File: src/include/tiny_cpu_config.svh
`ifndef TINY_CPU_CONFIG_SVH
`define TINY_CPU_CONFIG_SVH

// Data and instruction bytes
`define DATA_W 8

// 256-byte memory
`define ADDR_W 8

// Opcode layout is class[7:6] dst[5:3] src[2:0]
`define CLASS_MSB 7
`define DST_LSB   3
`define SRC_LSB   0

`endif

File: src/design/tiny_cpu_pkg.sv
package tiny_cpu_pkg;

  typedef enum logic [2:0] {
    RESET_STAGE, FETCH_OP, DECODE, FETCH_OPERANDS,
    EXECUTE, WRITE_REG, WRITE_MEM, HALTED
  } stage_t;

  typedef enum logic [3:0] {
    MOV, ADD, CMP, JMP, JC, JNC, JZ, JNZ, NOP, HLT
  } op_t;

  typedef enum logic [1:0] {
    UNUSED, REG_A, IMM, ADDR_IMM
  } operand_t;

  // Read currently on the bus during FETCH_OPERANDS
  typedef enum logic [2:0] {
    NONE, IMM_VAL, SRC_ADDR, SRC_DATA, DST_ADDR, DST_DATA
  } read_item_t;

  typedef enum logic [1:0] {
    STAY, READ, WRITE
  } bus_cmd_t;

  typedef struct packed {
    op_t      op;
    operand_t src_kind;
    operand_t dst_kind;
  } decoded_t;

endpackage

File: src/design/operand_if.sv
`include "tiny_cpu_config.svh"

// Bytes gathered during FETCH_OPERANDS
interface operand_if;
  logic [`DATA_W-1:0] imm;
  logic [`ADDR_W-1:0] src_addr;
  logic [`DATA_W-1:0] src_data;
  logic [`ADDR_W-1:0] dst_addr;
  logic [`DATA_W-1:0] dst_data;

  modport producer (
    output imm, src_addr, src_data, dst_addr, dst_data
  );

  modport consumer (
    input imm, src_addr, src_data, dst_addr, dst_data
  );
endinterface

File: src/design/sequencer.sv
module sequencer import tiny_cpu_pkg::*; (
  input    logic       CLOCK
  , input  logic       RESET
  , input  decoded_t   dec
  , output stage_t     stage
  , output read_item_t read_item
  , output logic       capture
  , output logic       halted
);

  stage_t     state, next_state;
  read_item_t done, next_done;
  logic       phase, next_phase;
  logic       stores;

  // Reads go immediate, source address and data, then destination
  function automatic read_item_t plan_read(input read_item_t last, input decoded_t d);
    read_item_t dst_step;
    dst_step = (d.dst_kind == ADDR_IMM) ? DST_ADDR : NONE;
    case (last)
      NONE: begin
        case (d.src_kind)
          IMM:      return IMM_VAL;
          ADDR_IMM: return SRC_ADDR;
          default:  return dst_step;
        endcase
      end
      SRC_ADDR:          return SRC_DATA;
      DST_ADDR:          return DST_DATA;
      IMM_VAL, SRC_DATA: return dst_step;
      default:           return NONE;
    endcase
  endfunction

  assign read_item = (state == FETCH_OPERANDS) ? plan_read(done, dec) : NONE;
  // Operand stage with nothing left to read is the execute cycle
  assign stage   = (state == FETCH_OPERANDS && read_item == NONE) ? EXECUTE : state;
  assign capture = phase;
  assign halted  = (state == HALTED);
  // CMP never writes its result back
  assign stores  = (dec.dst_kind == ADDR_IMM) && (dec.op inside {MOV, ADD});

  always_comb begin
    next_state = state;
    next_done  = done;
    next_phase = 1'b0;
    case (state)
      RESET_STAGE: next_state = FETCH_OP;
      FETCH_OP: begin
        next_phase = !phase;
        next_state = phase ? DECODE : FETCH_OP;
      end
      DECODE: begin
        next_state = FETCH_OPERANDS;
        next_done  = NONE;
      end
      FETCH_OPERANDS: begin
        if (read_item != NONE) begin
          next_phase = !phase;
          next_done  = phase ? read_item : done;
        end else begin
          next_state = (dec.op == HLT) ? HALTED : WRITE_REG;
        end
      end
      WRITE_REG: next_state = stores ? WRITE_MEM : FETCH_OP;
      WRITE_MEM: next_state = FETCH_OP;
      default:   next_state = HALTED;
    endcase
  end

  always_ff @(posedge CLOCK) begin
    if (RESET) begin
      state <= RESET_STAGE;
      done  <= NONE;
      phase <= 1'b0;
    end else begin
      state <= next_state;
      done  <= next_done;
      phase <= next_phase;
    end
  end

  // Every read is one address cycle then one capture cycle in the same stage
  assert property (@(posedge CLOCK) disable iff (RESET)
    capture |-> (stage inside {FETCH_OP, FETCH_OPERANDS})
      && stage == $past(stage) && !$past(capture));

endmodule

File: src/design/program_counter.sv
`include "tiny_cpu_config.svh"

module program_counter import tiny_cpu_pkg::*; (
  input    logic       CLOCK
  , input  logic       RESET
  , input  stage_t     stage
  , input  read_item_t read_item
  , input  logic       capture
  , input  decoded_t   dec
  , operand_if.consumer operands
  , input  logic       carry
  , input  logic       zero
  , output logic [`DATA_W-1:0] ip
);

  logic taken;
  logic step;

  always_comb begin
    case (dec.op)
      JMP:     taken = 1'b1;
      JC:      taken = carry;
      JNC:     taken = !carry;
      JZ:      taken = zero;
      JNZ:     taken = !zero;
      default: taken = 1'b0;
    endcase
  end

  // Instruction, immediate and address bytes sit in the ip stream
  assign step = capture
    && (stage == FETCH_OP || read_item inside {IMM_VAL, SRC_ADDR, DST_ADDR});

  always_ff @(posedge CLOCK) begin
    if (RESET) begin
      ip <= '0;
    end else if (step) begin
      ip <= ip + `DATA_W'(1);
    end else if (stage == EXECUTE && taken) begin
      // offset counts from the byte after the jump
      ip <= ip + operands.imm;
    end
  end

  assert property (@(posedge CLOCK) disable iff (RESET)
    stage == HALTED |=> ip == $past(ip));

endmodule

File: src/design/decoder.sv
`include "tiny_cpu_config.svh"

module decoder import tiny_cpu_pkg::*; (
  input    logic     CLOCK
  , input  logic     RESET
  , input  stage_t   stage
  , input  logic     capture
  , input  logic [`DATA_W-1:0] read_bus
  , output decoded_t dec
);

  logic [`DATA_W-1:0] opcode;
  logic [1:0]         op_class;
  logic [2:0]         dst_field;
  logic [2:0]         src_field;
  decoded_t           next_dec;

  assign op_class  = opcode[`CLASS_MSB -: 2];
  assign dst_field = opcode[`DST_LSB +: 3];
  assign src_field = opcode[`SRC_LSB +: 3];

  // 000 is A, 010 a direct address, 011 an immediate
  function automatic operand_t field_kind(input logic [2:0] field);
    case (field)
      3'b000:  return REG_A;
      3'b010:  return ADDR_IMM;
      3'b011:  return IMM;
      default: return UNUSED;
    endcase
  endfunction

  always_comb begin
    next_dec = '{op: HLT, src_kind: UNUSED, dst_kind: UNUSED};
    if (op_class != 2'b11) begin
      // Destination IMM and the unused codes stay HLT
      if (field_kind(src_field) != UNUSED && field_kind(dst_field) inside {REG_A, ADDR_IMM}) begin
        case (op_class)
          2'b00:   next_dec.op = MOV;
          2'b01:   next_dec.op = ADD;
          default: next_dec.op = CMP;
        endcase
        next_dec.src_kind = field_kind(src_field);
        next_dec.dst_kind = field_kind(dst_field);
      end
    end else begin
      case ({dst_field, src_field})
        6'b010_000: next_dec.op = JMP;
        6'b100_010: next_dec.op = JC;
        6'b100_011: next_dec.op = JNC;
        6'b100_100: next_dec.op = JZ;
        6'b100_101: next_dec.op = JNZ;
        6'b111_110: next_dec.op = NOP;
        default:    next_dec.op = HLT;
      endcase
      // Jumps carry their offset as an immediate
      if (next_dec.op inside {JMP, JC, JNC, JZ, JNZ}) begin
        next_dec.src_kind = IMM;
      end
    end
  end

  always_ff @(posedge CLOCK) begin
    if (stage == FETCH_OP && capture) begin
      opcode <= read_bus;
    end
  end

  always_ff @(posedge CLOCK) begin
    if (RESET) begin
      dec <= '{op: NOP, src_kind: UNUSED, dst_kind: UNUSED};
    end else if (stage == DECODE) begin
      dec <= next_dec;
    end
  end

endmodule

File: src/design/operand_fetch.sv
`include "tiny_cpu_config.svh"

module operand_fetch import tiny_cpu_pkg::*; (
  input    logic       CLOCK
  , input  logic       RESET
  , input  read_item_t read_item
  , input  logic       capture
  , input  logic [`DATA_W-1:0] read_bus
  , operand_if.producer operands
);

  // One register per read kind, loaded on its capture edge
  always_ff @(posedge CLOCK) begin
    if (RESET) begin
      operands.imm      <= '0;
      operands.src_addr <= '0;
      operands.src_data <= '0;
      operands.dst_addr <= '0;
      operands.dst_data <= '0;
    end else if (capture) begin
      case (read_item)
        IMM_VAL:  operands.imm      <= read_bus;
        SRC_ADDR: operands.src_addr <= read_bus;
        SRC_DATA: operands.src_data <= read_bus;
        DST_ADDR: operands.dst_addr <= read_bus;
        DST_DATA: operands.dst_data <= read_bus;
        default:  ;
      endcase
    end
  end

endmodule

File: src/design/alu_regs.sv
`include "tiny_cpu_config.svh"

module alu_regs import tiny_cpu_pkg::*; (
  input    logic     CLOCK
  , input  logic     RESET
  , input  stage_t   stage
  , input  decoded_t dec
  , operand_if.consumer operands
  , output logic [`DATA_W-1:0] result
  , output logic     carry
  , output logic     zero
  , output logic [`DATA_W-1:0] acc
);

  logic [`DATA_W-1:0] src_val;
  logic [`DATA_W-1:0] dst_val;
  logic [`DATA_W:0]   sum;
  logic [`DATA_W:0]   diff;
  logic               res_carry;
  logic               res_zero;

  always_comb begin
    case (dec.src_kind)
      REG_A:    src_val = acc;
      IMM:      src_val = operands.imm;
      ADDR_IMM: src_val = operands.src_data;
      default:  src_val = '0;
    endcase
    dst_val = (dec.dst_kind == ADDR_IMM) ? operands.dst_data : acc;
  end

  // Top bit of diff is the borrow, set when dst < src
  assign sum  = {1'b0, dst_val} + {1'b0, src_val};
  assign diff = {1'b0, dst_val} - {1'b0, src_val};

  always_ff @(posedge CLOCK) begin
    if (stage == EXECUTE) begin
      case (dec.op)
        MOV: result <= src_val;
        ADD: begin
          result    <= sum[`DATA_W-1:0];
          res_carry <= sum[`DATA_W];
          res_zero  <= (sum[`DATA_W-1:0] == '0);
        end
        CMP: begin
          res_carry <= diff[`DATA_W];
          res_zero  <= (diff[`DATA_W-1:0] == '0);
        end
        default: ;
      endcase
    end
  end

  always_ff @(posedge CLOCK) begin
    if (RESET) begin
      acc   <= '0;
      carry <= 1'b0;
      zero  <= 1'b0;
    end else if (stage == WRITE_REG) begin
      if (dec.dst_kind == REG_A && dec.op inside {MOV, ADD}) begin
        acc <= result;
      end
      if (dec.op inside {ADD, CMP}) begin
        carry <= res_carry;
        zero  <= res_zero;
      end
    end
  end

endmodule

File: src/design/memory_port.sv
`include "tiny_cpu_config.svh"

module memory_port import tiny_cpu_pkg::*; (
  input    logic       CLOCK
  , input  logic       RESET
  , input  stage_t     stage
  , input  read_item_t read_item
  , input  logic [`DATA_W-1:0] ip
  , input  decoded_t   dec
  , input  logic [`DATA_W-1:0] result
  , operand_if.consumer operands
  , output logic [`ADDR_W-1:0] addr_bus
  , output bus_cmd_t   ctrl_bus
  , output logic [`DATA_W-1:0] write_bus
);

  always_comb begin
    case (stage)
      FETCH_OP: addr_bus = ip;
      FETCH_OPERANDS: begin
        case (read_item)
          SRC_DATA: addr_bus = operands.src_addr;
          DST_DATA: addr_bus = operands.dst_addr;
          default:  addr_bus = ip;
        endcase
      end
      WRITE_MEM: addr_bus = operands.dst_addr;
      default:   addr_bus = '0;
    endcase
  end

  always_comb begin
    case (stage)
      FETCH_OP, FETCH_OPERANDS: ctrl_bus = READ;
      WRITE_MEM:                ctrl_bus = WRITE;
      default:                  ctrl_bus = STAY;
    endcase
  end

  always_ff @(posedge CLOCK) begin
    if (RESET) begin
      write_bus <= '0;
    end else if (stage == WRITE_REG && dec.dst_kind == ADDR_IMM) begin
      write_bus <= result;
    end
  end

  // Stores only follow the WRITE_REG of a MOV or ADD to memory
  assert property (@(posedge CLOCK) disable iff (RESET)
    ctrl_bus == WRITE |-> $past(stage) == WRITE_REG
      && dec.dst_kind == ADDR_IMM && dec.op inside {MOV, ADD});

endmodule

File: src/design/tiny_cpu.sv
`include "tiny_cpu_config.svh"

module tiny_cpu import tiny_cpu_pkg::*; (
  input    logic     CLOCK
  , input  logic     RESET
  , input  logic [`DATA_W-1:0] read_bus
  , output logic [`ADDR_W-1:0] addr_bus
  , output logic [`DATA_W-1:0] write_bus
  , output bus_cmd_t ctrl_bus
  , output logic [`DATA_W-1:0] acc_out
  , output logic     halted
);

  stage_t             stage;
  read_item_t         read_item;
  logic               capture;
  decoded_t           dec;
  logic [`DATA_W-1:0] ip;
  logic [`DATA_W-1:0] result;
  logic               carry;
  logic               zero;

  operand_if operands ();

  sequencer sequencer_i (
    .CLOCK, .RESET, .dec, .stage, .read_item, .capture, .halted
  );

  program_counter program_counter_i (
    .CLOCK, .RESET, .stage, .read_item, .capture, .dec,
    .operands(operands.consumer), .carry, .zero, .ip
  );

  decoder decoder_i (
    .CLOCK, .RESET, .stage, .capture, .read_bus, .dec
  );

  operand_fetch operand_fetch_i (
    .CLOCK, .RESET, .read_item, .capture, .read_bus, .operands(operands.producer)
  );

  alu_regs alu_regs_i (
    .CLOCK, .RESET, .stage, .dec, .operands(operands.consumer),
    .result, .carry, .zero, .acc(acc_out)
  );

  memory_port memory_port_i (
    .CLOCK, .RESET, .stage, .read_item, .ip, .dec, .result,
    .operands(operands.consumer), .addr_bus, .ctrl_bus, .write_bus
  );

endmodule

File: config.mk
export PLATFORM = sky130hd
export DESIGN_NAME = tiny_cpu
export DESIGN_NICKNAME = d
export VERILOG_FILES = /design/src/design/tiny_cpu_pkg.sv /design/src/design/operand_if.sv /design/src/design/sequencer.sv /design/src/design/program_counter.sv /design/src/design/decoder.sv /design/src/design/operand_fetch.sv /design/src/design/alu_regs.sv /design/src/design/memory_port.sv /design/src/design/tiny_cpu.sv
export VERILOG_INCLUDE_DIRS = /design/src /design/src/include
export SDC_FILE = /design/constraint.sdc
export NUM_CORES = 1
export LEC_CHECK = 0
export BUFFER_PORTS_ARGS = -buffer_cell sky130_fd_sc_hd__buf_2
export CORE_ASPECT_RATIO = 1.2
export CORE_UTILIZATION = 49
export CTS_CLUSTER_DIAMETER = 50
export CTS_CLUSTER_SIZE = 14
export DETAILED_ROUTE_END_ITERATION = 12
export GPL_ROUTABILITY_DRIVEN = 0
export PLACE_DENSITY = 0.67
export REMOVE_ABC_BUFFERS = 1
export SLEW_MARGIN = 25
export SYNTH_ARGS = -nofsm -noshare
export SYNTH_HDL_FRONTEND = slang
export SYNTH_SLANG_ARGS = --single-unit
File: constraint.sdc
create_clock -name CLOCK -period 10.8 [get_ports CLOCK]
set_clock_uncertainty 0.2 [all_clocks]
set_input_delay 2.16 -clock CLOCK [delete_from_list [all_inputs] [get_ports CLOCK]]
set_output_delay 2.16 -clock CLOCK [all_outputs]
set_load 0.01 [all_outputs]
==> results.md <==
- Share of layout cells above drive strength 1: between 10% and 20%
- Number of buffers inserted by port buffering: 36
- Cell area after synthesis: about 5700 um2
- Reg2reg start: decoder_i.dec[3]
- Top cell type's share of synthesized area: between 20% and 30%
- Data required time at the worst endpoint: approximately 8400 ps
- Cell-by-cell listing of the critical path: nor2b_1 > o31ai_2 > nor3_2 > buf_4 > nor2_1 > a21oi_1 > o21ai_0 > buf_2
- Ratio of final minimum period to clock period: 52.9%
- Crit path launch type: register
- R2R cell count: 13
- RSZ-0062 raised after global routing: no
- Highest net fanout along the worst path: 12
- CTS buffer count: 9
- TritonCTS sink count: just under 100
- CP Capture Point: addr_bus[0]
- Die Span Y: 120 um
- Area inside the core boundary: 11,100 um2
- Worst-Skew Late Latency: about 350 ps
- Crit path arrival time: ~3400 ps
- Register bit total from synthesis: 99
- Remaining DRCs: 0
- Count of mapped cells out of synthesis: between 600 and 700
- Post-detailed-placement half-perimeter wirelength: 10,200 um
- Largest area contributor in the synthesized netlist: sky130_fd_sc_hd__dfxtp_1
- Largest stage delay on the critical path: ~670 ps
- Area growth from synthesis to layout: 10.3%
- Post-CTS repair timing setup buffer count: 0
- Post-route cell area: around 6200 um2
- Number of vias after detailed routing: roughly 4,700
- Largest net degree at the start of global routing: 82
- Least-Margin Pin Slew: around 910 ps
- Max-slew headroom at the worst pin: about two fifths
- Max-slew violation count: 0
- Net total in the final layout: a little under 700
- DRC marker count from the first detailed-route iteration: approximately 330
- Routed WL: ~14,000 um
- Worst Setup SP: decoder_i.dec[3]
- Global-route wire length before repair: between 20,000 and 25,000 um
- Resized cells post-CTS: 0
- Reg clk slew, reported paths: ~70 ps
- Slack of the worst reg-to-reg path: 5860 ps
- Initial antenna violation count: 0
- Tightest Hold Check Type: register to register
- Number of top-level design ports: 37
- Fraction of synthesis flops using an asynchronous set or reset pin: 0%
- Number of maximum-capacitance violations: 0
- Crit Path Category: register to output pin
- Clock tree from TritonCTS: done
- Number of detailed-route iterations in the first pass: 4
- Buf+Inv Stages, Crit Path: 2
- Number of flops mapped to enable cells by yosys: 18
- Max Clock Freq: roughly 0.17 GHz
- Via count of the first global-routing pass: approximately 4,700
- Count of distinct cell types in the synthesized netlist: 74
- Top cells by area, synth: sky130_fd_sc_hd__dfxtp_1 29%, sky130_fd_sc_hd__edfxtp_1 9.5%, sky130_fd_sc_hd__mux2i_1 9.2%
- Largest voltage drop on the vdd net: approximately 0.065 mV
- Number of fillers in the final layout: between 1,000 and 1,500
- Antenna cell count: 0
- Final Hold Viols: 0
- Initial Utilization: between 50% and 60%
- Crit path depth: 8
- Width of the die: between 100 and 150 um
- Per-cell routed wire length: 17.2 um
- Most used DFF post-synth: sky130_fd_sc_hd__dfxtp_1
- Placed Instance Area: roughly 5900 um2
- Maximum clock insertion buffer count: 2
- Root cell of the clock tree: sky130_fd_sc_hd__clkbuf_16
- Row Count: 42
- Share of the core filled with cells: between 50% and 60%
- Sequential area share after synthesis: a little under two fifths
- Master of the slowest instance on the critical path: sky130_fd_sc_hd__nor2b_1
- Minimum clock period after layout: roughly 5700 ps
- Hold Path Cell Cnt: 2
- H-tree levels: 3
- Mean cell area of the mapped netlist: about 9.0 um2
- CP endpoint kind: output pin
- Total number of yosys warnings: 0
- Die outline area: approximately 12,000 um2
- Top post-synthesis cells by count: 81 x sky130_fd_sc_hd__dfxtp_1, 77 x sky130_fd_sc_hd__nor2_1, 52 x sky130_fd_sc_hd__mux2i_1
- Pwr per Cell Area: between 100 and 150 nW/um2
- TNS Setup: 0 ps
- Total routing resource utilization after global routing: roughly 25%
- Endpoint of the most critical register-to-register path: program_counter_i.ip[7]
- Most frequent cell after synthesis: sky130_fd_sc_hd__dfxtp_1
- Average via count per standard cell: 5.85
- Cell family with most CP delay: simple AND/OR/NAND/NOR gates
- Static Leakage: approximately 2.5 nW
- Status: finished clean
- Global route total overflow: 0
- Final setup fails: 0
- Post-CTS Hold Fix Bufs: 0
- Hold wc startpoint: operand_fetch_i.operands.src_data[7]
- Number of antenna-violating nets in the routed design: 0
[how the worst min path moves through the flow]
stage,end,slack (ps)
after floorplan,operand_fetch_i.operands.src_data[0],230
after global placement,operand_fetch_i.operands.dst_data[5],240
after detailed placement,operand_fetch_i.operands.dst_data[0],250
after CTS,operand_fetch_i.operands.dst_data[0],260
after global routing,operand_fetch_i.operands.dst_data[2],280
final,operand_fetch_i.operands.src_data[7],260
[placed cells by master, fill, tap and decap left out, types with 3 or more instances in the layout]
master	netlist	layout
sky130_fd_sc_hd__nand3b_1	3	3
sky130_fd_sc_hd__and3_1	3	3
sky130_fd_sc_hd__xnor2_1	6	6
sky130_fd_sc_hd__ha_1	23	23
sky130_fd_sc_hd__nand3_1	25	25
sky130_fd_sc_hd__buf_4	3	5
sky130_fd_sc_hd__o21ai_0	22	22
sky130_fd_sc_hd__clkbuf_16	0	10
sky130_fd_sc_hd__nor3_1	13	13
sky130_fd_sc_hd__a22o_1	8	8
sky130_fd_sc_hd__a31oi_1	5	5
sky130_fd_sc_hd__or3_1	3	3
sky130_fd_sc_hd__o211ai_1	3	3
sky130_fd_sc_hd__edfxtp_1	18	18
sky130_fd_sc_hd__nor2b_1	5	5
sky130_fd_sc_hd__nand2b_1	9	9
sky130_fd_sc_hd__nor2_1	77	76
sky130_fd_sc_hd__nor4b_1	4	3
sky130_fd_sc_hd__mux2_2	21	21
sky130_fd_sc_hd__buf_2	4	36
sky130_fd_sc_hd__and2_1	6	6
sky130_fd_sc_hd__a22oi_1	15	15
sky130_fd_sc_hd__inv_1	27	27
sky130_fd_sc_hd__nor3b_1	3	3
sky130_fd_sc_hd__clkinv_4	0	3
sky130_fd_sc_hd__mux2i_1	52	52
sky130_fd_sc_hd__or2_2	5	5
sky130_fd_sc_hd__fa_1	3	3
sky130_fd_sc_hd__or4_1	5	5
sky130_fd_sc_hd__o21a_1	5	5
sky130_fd_sc_hd__nand2_1	43	43
sky130_fd_sc_hd__xor2_1	6	6
sky130_fd_sc_hd__dfxtp_1	81	81
sky130_fd_sc_hd__a21oi_1	50	50
[layer usage]
metal | vias up | wire length (um) | track usage (%)
li1 | 2298 | - | -
met1 | 2249 | 6100 | 31.7
met2 | 124 | 6590 | 40.1
met3 | 42 | 633 | 4.37
met4 | 0 | 507 | 12.0
met5 | - | 0 | 0
[stage by stage]
step           worst slack [ps]  cells  total power [mW]  hold WS, ps
6_report                   5080    806             0.750          256
5_1_grt                    4880    806             0.770          276
4_1_cts                    5080    806             0.755          260
3_5_place_dp               5510    790             0.417          250
3_3_place_gp               5720    790             0.417          244
2_1_floorplan              6100    595             0.401          227
[power breakdown]
group	total [mW]	internal (mW)	leakage [nW]	switching, mW
Clock	0.341	0.195	0.158	0.146
Sequential	0.383	0.377	0.808	0.00606
Combinational	0.0255	0.00745	1.57	0.0180
Total	0.750	0.580	2.54	0.170
[logic make-up (layout without fill, tap and decap cells)]
logic type	Yosys count	count (layout)	synth area share [%]
adders and majority gates	26	26	6.14
muxes	73	73	13.4
xor gates and xnor gates	12	12	1.85
and+or+nand+nor	219	219	19.4
buffers and inverters	62	84	4.66
DFF	99	99	38.2
AOI/OAI and AO/OA	139	139	16.4
[worst register-to-register path: cells and delay by family (launching register included)]
family	cells	cell delay, ps
flip-flops	1	620
AO/OA/AOI/OAI	5	1140
buffers and inverters	1	60
AND/OR/NAND/NOR	6	2550
adder cells (fa/ha/maj)	1	270
[area by class of cell]
class / count / area [um2] / area share, %
sequential: 99 / 2160 / 34.6
timing repair buffer: 41 / 218 / 3.48
inverter: 27 / 101 / 1.62
tap: 154 / 193 / 3.08
clock inverter: 6 / 70.1 / 1.12
multi-input combinational: 469 / 3250 / 52.1
clock buffer: 10 / 250 / 4.00
(Power assumes the default switching activity.)
